===== src/include/fv_consts.svh =====
// Feature-vector memory constants for bank sizes, stream limits and the Wishbone address map.
`ifndef FV_CONSTS_SVH
`define FV_CONSTS_SVH

`define FV_NUM_BANKS 4
`define FV_NUM_PE    4
`define FV_ADDR_W    8
`define FV_DATA_W    16
`define FV_MAX_FV    64
`define FV_CNT_W     7

`define WB_ADR_W     16
`define WB_DAT_W     32

// Register addresses. Address bit 15 low selects the load region instead.
`define WB_REQ_ADR   16'h8000
`define WB_STAT_ADR  16'h8004

`endif

===== src/design/fv_pkg.sv =====
// Shared packed structs that carry load beats, stream requests, SRAM ports and Wishbone traffic.
`include "fv_consts.svh"

package fv_pkg;

    typedef struct packed {
        logic                  valid;
        logic                  sos;    // First word of a vector.
        logic                  eos;    // Last word of a vector.
        logic [`FV_ADDR_W-1:0] addr;
        logic [`FV_DATA_W-1:0] data;
    } fv_load_t;

    typedef struct packed {
        logic                          valid;
        logic [`FV_ADDR_W-1:0]         addr;   // Start word.
        logic [`FV_CNT_W-1:0]          num_fv;
        logic [$clog2(`FV_NUM_PE)-1:0] pe_tag;
    } fv_req_t;

    // Both enables are active low.
    typedef struct packed {
        logic                  cen;
        logic                  wen;
        logic [`FV_ADDR_W-1:0] a;
        logic [`FV_DATA_W-1:0] d;
    } fv_sram_req_t;

    typedef struct packed {
        logic                          valid;
        logic                          sos;
        logic                          eos;
        logic [$clog2(`FV_NUM_PE)-1:0] pe_tag;
        logic [`FV_DATA_W-1:0]         data;   // Two features, low byte first.
    } fv_beat_t;

    typedef struct packed {
        logic                 cyc;
        logic                 stb;
        logic                 we;
        logic [`WB_ADR_W-1:0] adr;
        logic [`WB_DAT_W-1:0] dat_w;
    } wb_req_t;

    typedef struct packed {
        logic                 ack;
        logic [`WB_DAT_W-1:0] dat_r;
    } wb_rsp_t;

endpackage


===== src/design/fv_dispatch.sv =====
// Wishbone slave that turns host writes into bank load beats and stream requests.
`timescale 1ns/1ps
`include "fv_consts.svh"

module fv_dispatch (
    input  logic                                 clk,
    input  logic                                 reset,
    input  fv_pkg::wb_req_t                      wb_req,
    output fv_pkg::wb_rsp_t                      wb_rsp,
    output fv_pkg::fv_load_t [`FV_NUM_BANKS-1:0] load,
    output fv_pkg::fv_req_t  [`FV_NUM_BANKS-1:0] req,
    input  logic [`FV_NUM_BANKS-1:0]             bank_busy,
    input  logic [`FV_NUM_PE-1:0]                pe_done
);

    localparam int BANK_W = $clog2(`FV_NUM_BANKS);
    localparam int TAG_W  = $clog2(`FV_NUM_PE);

    logic                                 sel;        // Cycle in progress and not yet acked.
    logic                                 is_load;
    logic                                 is_req;
    logic                                 is_stat;
    logic [BANK_W-1:0]                    ld_bank;
    logic [BANK_W-1:0]                    rq_bank;
    logic [TAG_W-1:0]                     rq_tag;
    logic                                 stall;
    logic                                 fire_load;
    logic                                 fire_req;
    logic [`FV_NUM_BANKS-1:0]             open_load;  // Bank sits between sos and eos of a load.
    logic [`FV_NUM_BANKS-1:0]             req_pend;
    logic [`FV_NUM_BANKS-1:0]             bank_stat;
    logic [`FV_NUM_PE-1:0]                pe_busy;
    logic [`WB_DAT_W-1:0]                 stat_word;
    fv_pkg::fv_load_t [`FV_NUM_BANKS-1:0] load_nx;
    fv_pkg::fv_req_t  [`FV_NUM_BANKS-1:0] req_nx;

    assign sel     = wb_req.cyc && wb_req.stb && !wb_rsp.ack;
    assign is_load = !wb_req.adr[`WB_ADR_W-1];
    assign is_req  = (wb_req.adr == `WB_REQ_ADR);
    assign is_stat = (wb_req.adr == `WB_STAT_ADR);
    assign ld_bank = wb_req.adr[`FV_ADDR_W +: BANK_W];
    assign rq_bank = wb_req.dat_w[16 +: BANK_W];
    assign rq_tag  = wb_req.dat_w[20 +: TAG_W];

    // The master still holds its request during the ack cycle.
    assign fire_load = wb_rsp.ack && wb_req.cyc && wb_req.stb && wb_req.we && is_load;
    assign fire_req  = wb_rsp.ack && wb_req.cyc && wb_req.stb && wb_req.we && is_req;

    // A request sent last cycle has not yet raised its bank's busy.
    always_comb begin
        for (int b = 0; b < `FV_NUM_BANKS; b++) begin
            req_pend[b] = req[b].valid;
        end
    end

    assign bank_stat = bank_busy | req_pend;

    always_comb begin
        stall = 1'b0;
        if (wb_req.we && is_req) begin
            stall = bank_stat[rq_bank] || open_load[rq_bank] || pe_busy[rq_tag];
        end else if (wb_req.we && is_load) begin
            stall = (bank_busy[ld_bank] && !open_load[ld_bank]) || req_pend[ld_bank];
        end
    end

    always_comb begin
        stat_word                              = '0;
        stat_word[0 +: `FV_NUM_BANKS]          = bank_stat;
        stat_word[`FV_NUM_BANKS +: `FV_NUM_PE] = pe_busy;
    end

    always_comb begin
        load_nx = load;
        req_nx  = req;
        for (int b = 0; b < `FV_NUM_BANKS; b++) begin
            load_nx[b].valid = 1'b0;
            req_nx[b].valid  = 1'b0;
        end
        if (fire_load) begin
            load_nx[ld_bank] = '{valid: 1'b1, sos: !open_load[ld_bank],
                                 eos: wb_req.dat_w[`FV_DATA_W],
                                 addr: wb_req.adr[`FV_ADDR_W-1:0],
                                 data: wb_req.dat_w[`FV_DATA_W-1:0]};
        end
        if (fire_req) begin
            req_nx[rq_bank] = '{valid: 1'b1, addr: wb_req.dat_w[`FV_ADDR_W-1:0],
                                num_fv: wb_req.dat_w[`FV_ADDR_W +: `FV_CNT_W], pe_tag: rq_tag};
        end
    end

    always_ff @(posedge clk) begin
        if (reset) begin
            wb_rsp    <= '0;
            load      <= '0;
            req       <= '0;
            open_load <= '0;
            pe_busy   <= '0;
        end else begin
            wb_rsp.ack   <= sel && !stall;
            wb_rsp.dat_r <= (is_stat && !wb_req.we) ? stat_word : '0;
            load         <= load_nx;
            req          <= req_nx;
            if (fire_load) begin
                open_load[ld_bank] <= !wb_req.dat_w[`FV_DATA_W];
            end
            pe_busy <= pe_busy & ~pe_done;
            if (fire_req) begin
                pe_busy[rq_tag] <= 1'b1;
            end
        end
    end

    // A classic master keeps cyc and stb up until it has seen the ack.
    a_req_held: assert property (@(posedge clk) disable iff (reset)
        wb_rsp.ack |-> wb_req.cyc && wb_req.stb);

endmodule


===== config.mk =====
export PLATFORM = sky130hd
export DESIGN_NAME = fv_dispatch
export DESIGN_NICKNAME = d
export VERILOG_FILES = /design/src/design/fv_pkg.sv /design/src/design/fv_dispatch.sv
export VERILOG_INCLUDE_DIRS = /design/src /design/src/include
export SDC_FILE = /design/constraint.sdc
export NUM_CORES = 1
export LEC_CHECK = 0
export ABC_CLOCK_PERIOD_IN_PS = 1600
export BUFFER_PORTS_ARGS = -buffer_cell sky130_fd_sc_hd__buf_2
export CAP_MARGIN = 20
export CELL_PAD_IN_SITES_DETAIL_PLACEMENT = 1
export CELL_PAD_IN_SITES_GLOBAL_PLACEMENT = 1
export CORE_MARGIN = 5
export CORE_UTILIZATION = 33
export DETAILED_ROUTE_END_ITERATION = 10
export GPL_TIMING_DRIVEN = 0
export PLACE_DENSITY = 0.77
export SLEW_MARGIN = 15
export SYNTH_ARGS = -nofsm -noshare
export SYNTH_HDL_FRONTEND = slang
export SYNTH_SLANG_ARGS = --single-unit

===== constraint.sdc =====
create_clock -name clk -period 1.6 [get_ports clk]
set_input_delay 0.08 -clock clk [delete_from_list [all_inputs] [get_ports clk]]
set_output_delay 0.08 -clock clk [all_outputs]
set_load 0.1 [all_outputs]

; ---- Yosys cells after proc, flatten, opt, wreduce, memory -nomap -nowiden
; Cells that the tools add are included.
[totals]
input_bits = 61
wordCells = 109
ff_bits = 221
[op_classes]
n_lt_le_gt_ge = 6
n_reduce_logical = 27
muxes = 26
n_eq_ne = 2
bitwise_logic = 7
[ops]
columns = cell, count
row1 = $bwmux 108, 1
row2 = $bwmux 72, 1
row3 = $demux 27 s2, 1
row4 = $demux 18 s2, 1
row5 = $eq 16x16->1 const B, 2
row6 = $mux 27, 1
row7 = $mux 18, 1
row8 = $logic_and 1x1->1, 15
row9 = $bmux 1 s2, 6
row10 = $mux 1, 10
row11 = $lt 2x3->1 const B, 3
row12 = $or 4x4->4, 2
row13 = $ge 2x1->1 const B, 3
row14 = $logic_not 1->1, 6
row15 = $reduce_or 2->1, 3
row16 = $and 4x4->4, 1
row17 = $bwmux 4, 1
row18 = $demux 1 s2, 2
row19 = $mux 4, 1
row20 = $not 4->4, 1
row21 = $logic_or 1x1->1, 3
row22 = $not 1->1, 3

; ---- Longest topological paths before layout
; Gate-level depths: netlist (run 1).
[logic_depth]
ltp_word = 9
depth_mapped = 8
ltp_nobuf = 4

; ---- Worst setup path before layout (run 1)
; No wires, ideal clock.
[synth_path]
kind = reg2reg
startpoint = reg wb_rsp[32] (netlist bit)
endpoint = reg load[14] (netlist bit)
stages_incl_launch_ff = 7
t_arrival_ps = 2409
synth_period_minus_slack_ps = 2541
path_buffers = 2
slack_ps = -941
path_cell_list = dfxtp_1 -> nand4_1 -> or4_1 -> clkbuf_1 -> clkbuf_1 -> nand2_1 -> a21oi_1
[synth_via]
elab_chain_len = 4
[synth_rtl]
columns = item, line_no
row1 = start: declaration, fv_dispatch.sv:9  ; output fv_pkg::wb_rsp_t wb_rsp,
row2 = $logic_and 1x1->1 (4 in series), fv_dispatch.sv:46  ; assign fire_load = wb_rsp.ack && wb_req.cyc && wb_req.stb && wb_req.we && is_load;
row3 = end signal: assignment, fv_dispatch.sv:102  ; load <= load_nx;
row4 = end: declaration, fv_dispatch.sv:10  ; output fv_pkg::fv_load_t [`FV_NUM_BANKS-1:0] load,
; Every way passes these cells.
; A chain may end at the register's enable or synchronous reset.

; ---- Worst setup path after layout (run 1)
[layout_path]
startpoint = reg wb_rsp[32] (netlist bit)
endpoint = reg load[71] (netlist bit)
; Same word-level chain as after synthesis.

==> run summary, run 1 <==
The flow ran to the end, and the final reports show no timing, DRC or antenna violations. TritonCTS built the clock tree. After synthesis, the netlist uses 39 different library cells.

The highest ir drop seen on vdd came out at 513 uV. The worst setup path is captured at a flip-flop. Post-route minimum period: 1580 ps. The vertical extent of the die was 161 um; the number of cells in the finished layout apart from fillers was 1465.

The hold violation total from the final report is 0, and the wire length reported by the detailed router is 28500 um. After filler insertion, the fill cell instance count of the layout stands at 2682. The clock arrives with 10.7 ps of skew. The critical path startpoint category was a flip-flop. Setup violations remaining at the end of the flow were counted as 0. The layout overhead on the synthesized area was 40.3%. The count of input and output buffers was 233. In this run the horizontal extent of the chip is 161 um.

The fraction of final layout cells sized beyond drive strength 1 works out to 34.1%. The required time of the worst setup path came out at 1890 ps. Summed over all instances, the cell type with the most area after synthesis is dfxtp_1.

The via count of the first global-routing pass is 7359. The critical path in this run is classified as reg -> reg. Number of nets in the layout: 1228. Yosys warning count: 0. In this run, synthesis inferred 0 flip-flops with an integrated enable. The largest individual stage delay along the critical path comes from the cell or4_4. The worst hold path class was in -> reg. For this run, design rule violations remaining after detail routing come to 0. The top cell family by delay on the critical path was simple AND/OR/NAND/NOR gates. The H-tree depth reported by CTS was 4. Across the run, the number of max-cap violations was 0. The detailed-route wire length per cell is 19.5 um, and the number of sinks driven by the clock tree is 197.

The weighted congestion reported at the end of routability-driven placement is 0.783. Of all flip-flops after synthesis, the portion carrying an async set or reset was 0%. For this design the top-level I/O count stands at 274. The largest single stage delay on the critical path is 510 ps.

After clock tree synthesis, the clock-pin slew on the worst setup and hold paths is 80 ps. The critical path arrival is 1880 ps, and the worst slew margin relative to its limit is 53.2%. The number of antenna diodes in the final layout is 0.

Hold is met by 24.4 ps. The remaining number of nets flagged by the antenna check after routing is 0. Maximum fanout along the worst path: 8.

Setup repair after global routing could not meet its margin everywhere. The signal on the critical path passes through nand4_1 > buf_6 > or4_4 > clkbuf_16 > nand2_2 > a21oi_2. Library cell with the highest instance count after synthesis: nand2_1.

Synthesis produced 832 cells. Synthesis inferred 197 register bits. In the finished design, the share of the clock period the worst path needs comes to 99.0%.

The floorplan has 55 rows. The total overflow reported by the global router is 0, and the slew at the pin closest to its max-slew limit is 703 ps. The synthesized netlist occupies a cell area of 0.00757 sq mm.

Dividing the synthesized area by the synthesized cell count gives 9.10 sq um. At the later pin of the worst-skew pair, clock insertion delay measures 430 ps. Counting instances in the post-synthesis netlist gives the leading cell types as nand2_1, dfxtp_1, a21oi_1. The area of the core region was 0.0226 sq mm; the leakage component of the power was 4.84 nW. The logs give 0 for the number of slew-limit violations in the final report and 20 ps for the register-to-register setup slack. The tools report the buffer type at the clock tree root as clkbuf_16. Entering global routing, the biggest net connects 18 pins. The sequential-to-total area share from yosys stat is 52.1%.

The highest clock rate is 631 MHz, and the initial antenna violation count is 0. The number of vias per cell was 4.84. The first detailed-routing pass took 4 iterations. Among all flip-flop cells after synthesis, the most frequent one is dfxtp_1. The combined buffer and inverter count along the critical path was 2. The global-route wire length before repair was 42900 um; the number of cells in the design after placement was 1374. Yosys attributes the largest share of cell area to dfxtp_1, nand2_1, mux2i_1, nand2b_1, a21oi_1. For the area enclosed by the die boundary, the log shows 0.0261 sq mm.

The wire-length estimate of the detail-placed layout is 20600 um. The effective utilization at floorplan came out at 33.5%. In this run the biggest area consumer among cell types represents 52.1% of the synthesized area. The utilization of the core after routing came out at 46.9%. In this run, CTS created clock tree buffers numbering 17. The final route contains 7088 vias. The initial detailed-routing violation count is 234. Global routing used 21.3% of the available tracks. Power per unit of standard cell area: 923 mW/mm^2. The maximum count of clock buffers along a single path came out at 2. The total negative slack for setup checks was 0 ps.
per-layer routing:
metal | part of all wire (%) | vias up | wire length, um | global-route usage [%]
met5 | 0 | - | 0 | 0
met4 | 1.8 | 0 | 523 | 5.74
met3 | 6.6 | 32 | 1890 | 6.48
met2 | 49 | 209 | 13800 | 36.1
met1 | 43 | 3472 | 12300 | 26.3
li1 | - | 3375 | - | -
sequential cells by signal, indices dropped and copies added, names as in the netlist:
signal,count
pe_busy,4
load,108
req,72
wb_rsp,9
open_load,4
stage by stage:
step	cell area, sq um	worst slack (ps)	total power [mW]
2_1_floorplan	7760	-307	5.52
3_3_place_gp	9290	-863	5.74
3_5_place_dp	9300	-868	5.75
4_1_cts	10400	-23.1	9.89
5_1_grt	10600	-63.4	10.2
6_report	10600	15.5	9.81
cell usage in the layout, fill, tap and decap left out, types with 5 or more instances in the layout:
master / count
a21oi_1: 98
a21oi_2: 10
buf_2: 238
buf_4: 49
buf_6: 12
clkbuf_1: 21
clkbuf_16: 19
clkbuf_2: 7
clkinvlp_4: 5
conb_1: 24
dfxtp_1: 192
dlygate4sd3_1: 37
mux2i_1: 67
nand2_1: 188
nand2_2: 15
nand2b_1: 93
nand4_1: 8
nor2_1: 10
nor2b_1: 5
nor3_1: 6
timing repair:
| item | in CTS | in global routing |
|---|---|---|
| pin swaps | 2 | 9 |
| cloned | 0 | 1 |
| hold endpoints to repair | 91 | 3 |
| gates resized for setup | 25 | 52 |
| setup endpoints to repair | 167 | 115 |
| setup buffers | 14 | 11 |
| hold buffers | 35 | 2 |
cell type report:
class                   instances  area (sq um)  share of cell area (%)
plain buffers                  78           603                    5.67
clock buffers                  20           447                    4.20
clock inverters                12          96.3                   0.906
inverters                       4          15.0                   0.141
multi-input cells             572          3390                    31.9
flip-flops and latches        197          3950                    37.2
well taps                     285           357                    3.35
repair buffers                297          1770                    16.6
logic make-up after synthesis:
kind of cell / count (synthesis) / synth area share (%)
buffers and inverters: 86 / 6.23
other: 1 / 0.0495
AO/OA/AOI/OAI: 120 / 8.39
flip-flops: 197 / 52.1
multiplexers: 72 / 10.2
AND/OR/NAND/NOR: 356 / 23.1
final timing paths:
check                                           start                    end  cells after the start
worst max-delay path            wb_rsp[32]$_SDFF_PP0_  load[71]$_SDFFE_PP0P_                      6
worst min-delay path                       wb_req[48]  wb_rsp[32]$_SDFF_PP0_                      3
worst max register to register  wb_rsp[32]$_SDFF_PP0_  load[71]$_SDFFE_PP0P_                      6
worst min register to register  load[91]$_SDFFE_PP0P_  load[91]$_SDFFE_PP0P_                      2
worst reg2reg max path, delay by kind of cell, from the launching register on:
kind            cells  cell delay (ps)
compound gates      1               50
simple gates        3              680
buf+inv             2              380
flops               1              350
report_power, final:
group / internal, mW / leakage [nW] / switching (mW)
Combinational: 0.234 / 3.00 / 0.588
Sequential: 4.90 / 1.59 / 0.00263
Clock: 2.07 / 0.253 / 2.02
(Power assumes the default switching activity.)
==> inputs of run 2 (changes only) <==
==> constraint.sdc (replaced) <==
create_clock -name clk -period 1.6 [get_ports clk]
set_input_delay 0.16 -clock clk [delete_from_list [all_inputs] [get_ports clk]]
set_output_delay 0.16 -clock clk [all_outputs]
set_load 0.1 [all_outputs]
==> run 2 against run 1 <==
Effect of this change: largest power group unchanged; the run now ends with setup timing left; count of clock-buffer cells in the layout is 3 lower; critical path depth unchanged; sequential power is essentially flat; sequential share of layout area rose by 0.63 points; cell count is 2.2% lower; critical path type unchanged; total power is 2.5% higher; wire length is 1.2% lower.
==> run summary, run 2 (synthesis gave the netlist of run 1 again) <==
The run finished, with violations left. The final reports fail on setup timing. The iteration count of the initial detailed-routing pass was 4.

Static timing analysis puts the maximum clock frequency at 620 MHz. TritonCTS built the clock tree. In the final layout, the multi-input gates occupy 0.00346 sq mm. The all-layer global routing usage was 21.0%. The worst setup path is launched from a flip-flop.

Dividing the detail-routed via count by the number of cells gives 4.79. The run gives 20500 um as the detailed-placement wirelength estimate. For the weighted congestion reported at the end of routability-driven placement, the log shows 0.802.

Ranked by flip-flop count, first place goes to load. The final cycle utilization of the critical path was 101%; the power per unit of standard cell area was 962 mW/mm^2. The sequential cell fraction of total power is 48.8%. The worst slack at placement was -851 ps; the clock group share of total power was 43.5%. The effective utilization at floorplan is 33.5%.

The logs give 55 for the row count and 1197 for the number of nets in the layout. The initial antenna violation count is 0, and the total overflow reported by the global router is 0. The floorplan die width is 161 um.

Entering global routing, the biggest net connects 19 pins. Buffer type at the clock tree root: clkbuf_16. In this run the most critical hold path is launched from wb_req[15]. Internal power comes to 7.44 mW. Of the total power, the share spent switching nets is 26.0%. The clock reaches the later pin of the worst-skew pair after 430 ps. The slack of the critical path was -13.4 ps.

Combinational logic is responsible for 7.7% of the overall power. The largest stage delay on the critical path is 530 ps. At the pin with the least slew margin, the transition time is 762 ps.

The die is 161 um tall. The filler cells instantiated in the layout total 2696. In this run, CTS created clock tree buffers numbering 17. Setup violations remaining at the end of the flow were counted as 4. The path class of the tightest hold or removal check is in -> reg. Along the worst path, the maximum fanout reaches 7. Leakage component of the power: 4.80 nW. Port buffering added 233 buffers. The die covers 0.0261 sq mm. The total cell area at the placement stage was 0.00930 sq mm.

The worst setup path is of the reg -> reg kind. The via count of the first global-routing pass was 7372; the maximum count of clock buffers along a single path was 2. Along the worst hold path, the cell count comes to 3. The area of the core region was 0.0226 sq mm. The endpoint identified for the worst register-to-register timing path is load[6]$_SDFFE_PP0P_. The worst register-to-register path begins at wb_rsp[32]$_SDFF_PP0_. The run gives 0 as the hold violation total from the final report. The worst setup path is captured at a flip-flop. After the first detailed-routing iteration, the DRC count stood at 215. The post-route minimum period is 1610 ps. The largest registers in the layout are load (108), req (72), wb_rsp (9). 0 antenna diodes ended up in the layout. The number of DRC violations after detailed routing is 0, and the length in cells of the worst reg-to-reg path is 6. The number of max-capacitance violations reported came out at 0.

The detailed-route wire length per cell was 19.7 um; the I/O pin count was 274. The worst pin sits at a relative slew slack of 48.8%. For this design the total switching power over the nets is 2.61 mW. The remaining number of nets flagged by the antenna check after routing was 0; the clock input transition at the sequential cells of the worst setup and hold paths was 70 ps.

The critical path goes through nand4_1 > buf_6 > or4_4 > clkbuf_16 > nand2_2 > a21oi_2. The library cell used most frequently in the layout, excluding fill and tap cells, is buf_2. The clock tree synthesis step divided the H-tree into 4 levels.

Across the VDD grid, the largest voltage drop is 598 uV. The wire length reported by the detailed router was 28200 um; the number of flip-flops in the largest register was 108. On the critical path, the stage with the largest delay is an instance of or4_4. Of the cells placed in the final design, the portion with a size suffix greater than 1 is 36.1%. The first global-routing pass estimated 42800 um of wire.

CTS saw 197 sinks. On the final layout, the worst clock skew is 8.03 ps. The path with the worst hold slack has its endpoint at load[15]$_SDFFE_PP0P_. Setup repair after global routing could not meet its margin everywhere. The detailed router placed 6868 vias in this run.

For the required time of the worst setup path, the log shows 1920 ps. At the worst endpoint, the arrival time is 1930 ps. For the number of slew-limit violations in the final report, the log shows 0. The worst register-to-register path has a setup slack of -10 ps. The top cell types in the final layout, fill and taps aside, are buf_2, dfxtp_1, nand2_1. In the final layout, flip-flops and latches occupy 0.00395 sq mm. After routing the design area is 0.0105 sq mm. The area growth from synthesis to layout is 38.0%.
-- run 2: layer usage --
metal / track usage [%] / vias to the layer above / wire, um
met5: 0 / - / 0
met4: 6.13 / 0 / 465
met3: 5.54 / 34 / 1880
met2: 35.7 / 222 / 13700
met1: 26.3 / 3299 / 12200
li1: - / 3313 / -
-- run 2: cell type report --
class | count | area share [%]
inverter | 4 | 0.144
timing repair buffer | 266 | 14.0
multi-input combinational | 572 | 33.1
sequential | 197 | 37.8
clock buffer | 17 | 4.07
buffer | 78 | 5.89
clock inverter | 14 | 1.60
tap | 285 | 3.41
-- run 2: power by group through the flow --
| stage | combinational (mW) | sequential [mW] | clock (mW) |
|---|---|---|---|
| floorplan | 0.472 | 5.05 | 0 |
| global placement | 0.727 | 5.02 | 0 |
| detailed placement | 0.733 | 5.02 | 0 |
| CTS | 0.761 | 4.90 | 4.49 |
| global route | 0.820 | 4.90 | 4.69 |
| finish | 0.776 | 4.90 | 4.37 |
-- run 2: stage by stage --
step                      total power [mW]  hold slack [ps]  utilization (%)  TNS, ps  instances
after floorplan                       5.52              284                -   -17640        855
after global placement                5.75              404             41.0  -114260       1373
after detailed placement              5.75              412             41.1  -115150       1373
after CTS                             10.2             10.6             45.1    -35.8       1428
after global routing                  10.4             29.5             46.2     -755       1433
final                                 10.1             27.1             46.2    -29.0       1433
-- run 2: what timing repair did --
action                                  4_1_cts  5_1_grt
gates cloned                                  0        3
endpoints found under the setup margin      154      126
resized for setup                            31       75
hold buffers                                  8        0
buffers inserted                             16        6
endpoints found under the hold margin         8        0
pin swaps                                     3       16
-- run 2: how the worst max path moves through the flow --
stage	startpoint	to	slack, ps	cells past startpoint
after floorplan	wb_rsp[32]$_SDFF_PP0_	load[24]$_SDFFE_PP0P_	-310	5
after global placement	wb_rsp[32]$_SDFF_PP0_	load[4]$_SDFFE_PP0P_	-830	5
after detailed placement	wb_rsp[32]$_SDFF_PP0_	load[2]$_SDFFE_PP0P_	-850	5
after CTS	wb_rsp[32]$_SDFF_PP0_	load[62]$_SDFFE_PP0P_	-10	7
after global routing	wb_rsp[32]$_SDFF_PP0_	load[3]$_SDFFE_PP0P_	-50	6
final	wb_rsp[32]$_SDFF_PP0_	load[6]$_SDFFE_PP0P_	-10	6
-- run 2: critical path: cells and delay by family (launching register included) --
| kind | cells | cell delay (ps) |
|---|---|---|
| buffers and inverters | 2 | 390 |
| and+or+nand+nor | 3 | 710 |
| DFF | 1 | 350 |
| AOI/OAI and AO/OA | 1 | 50 |
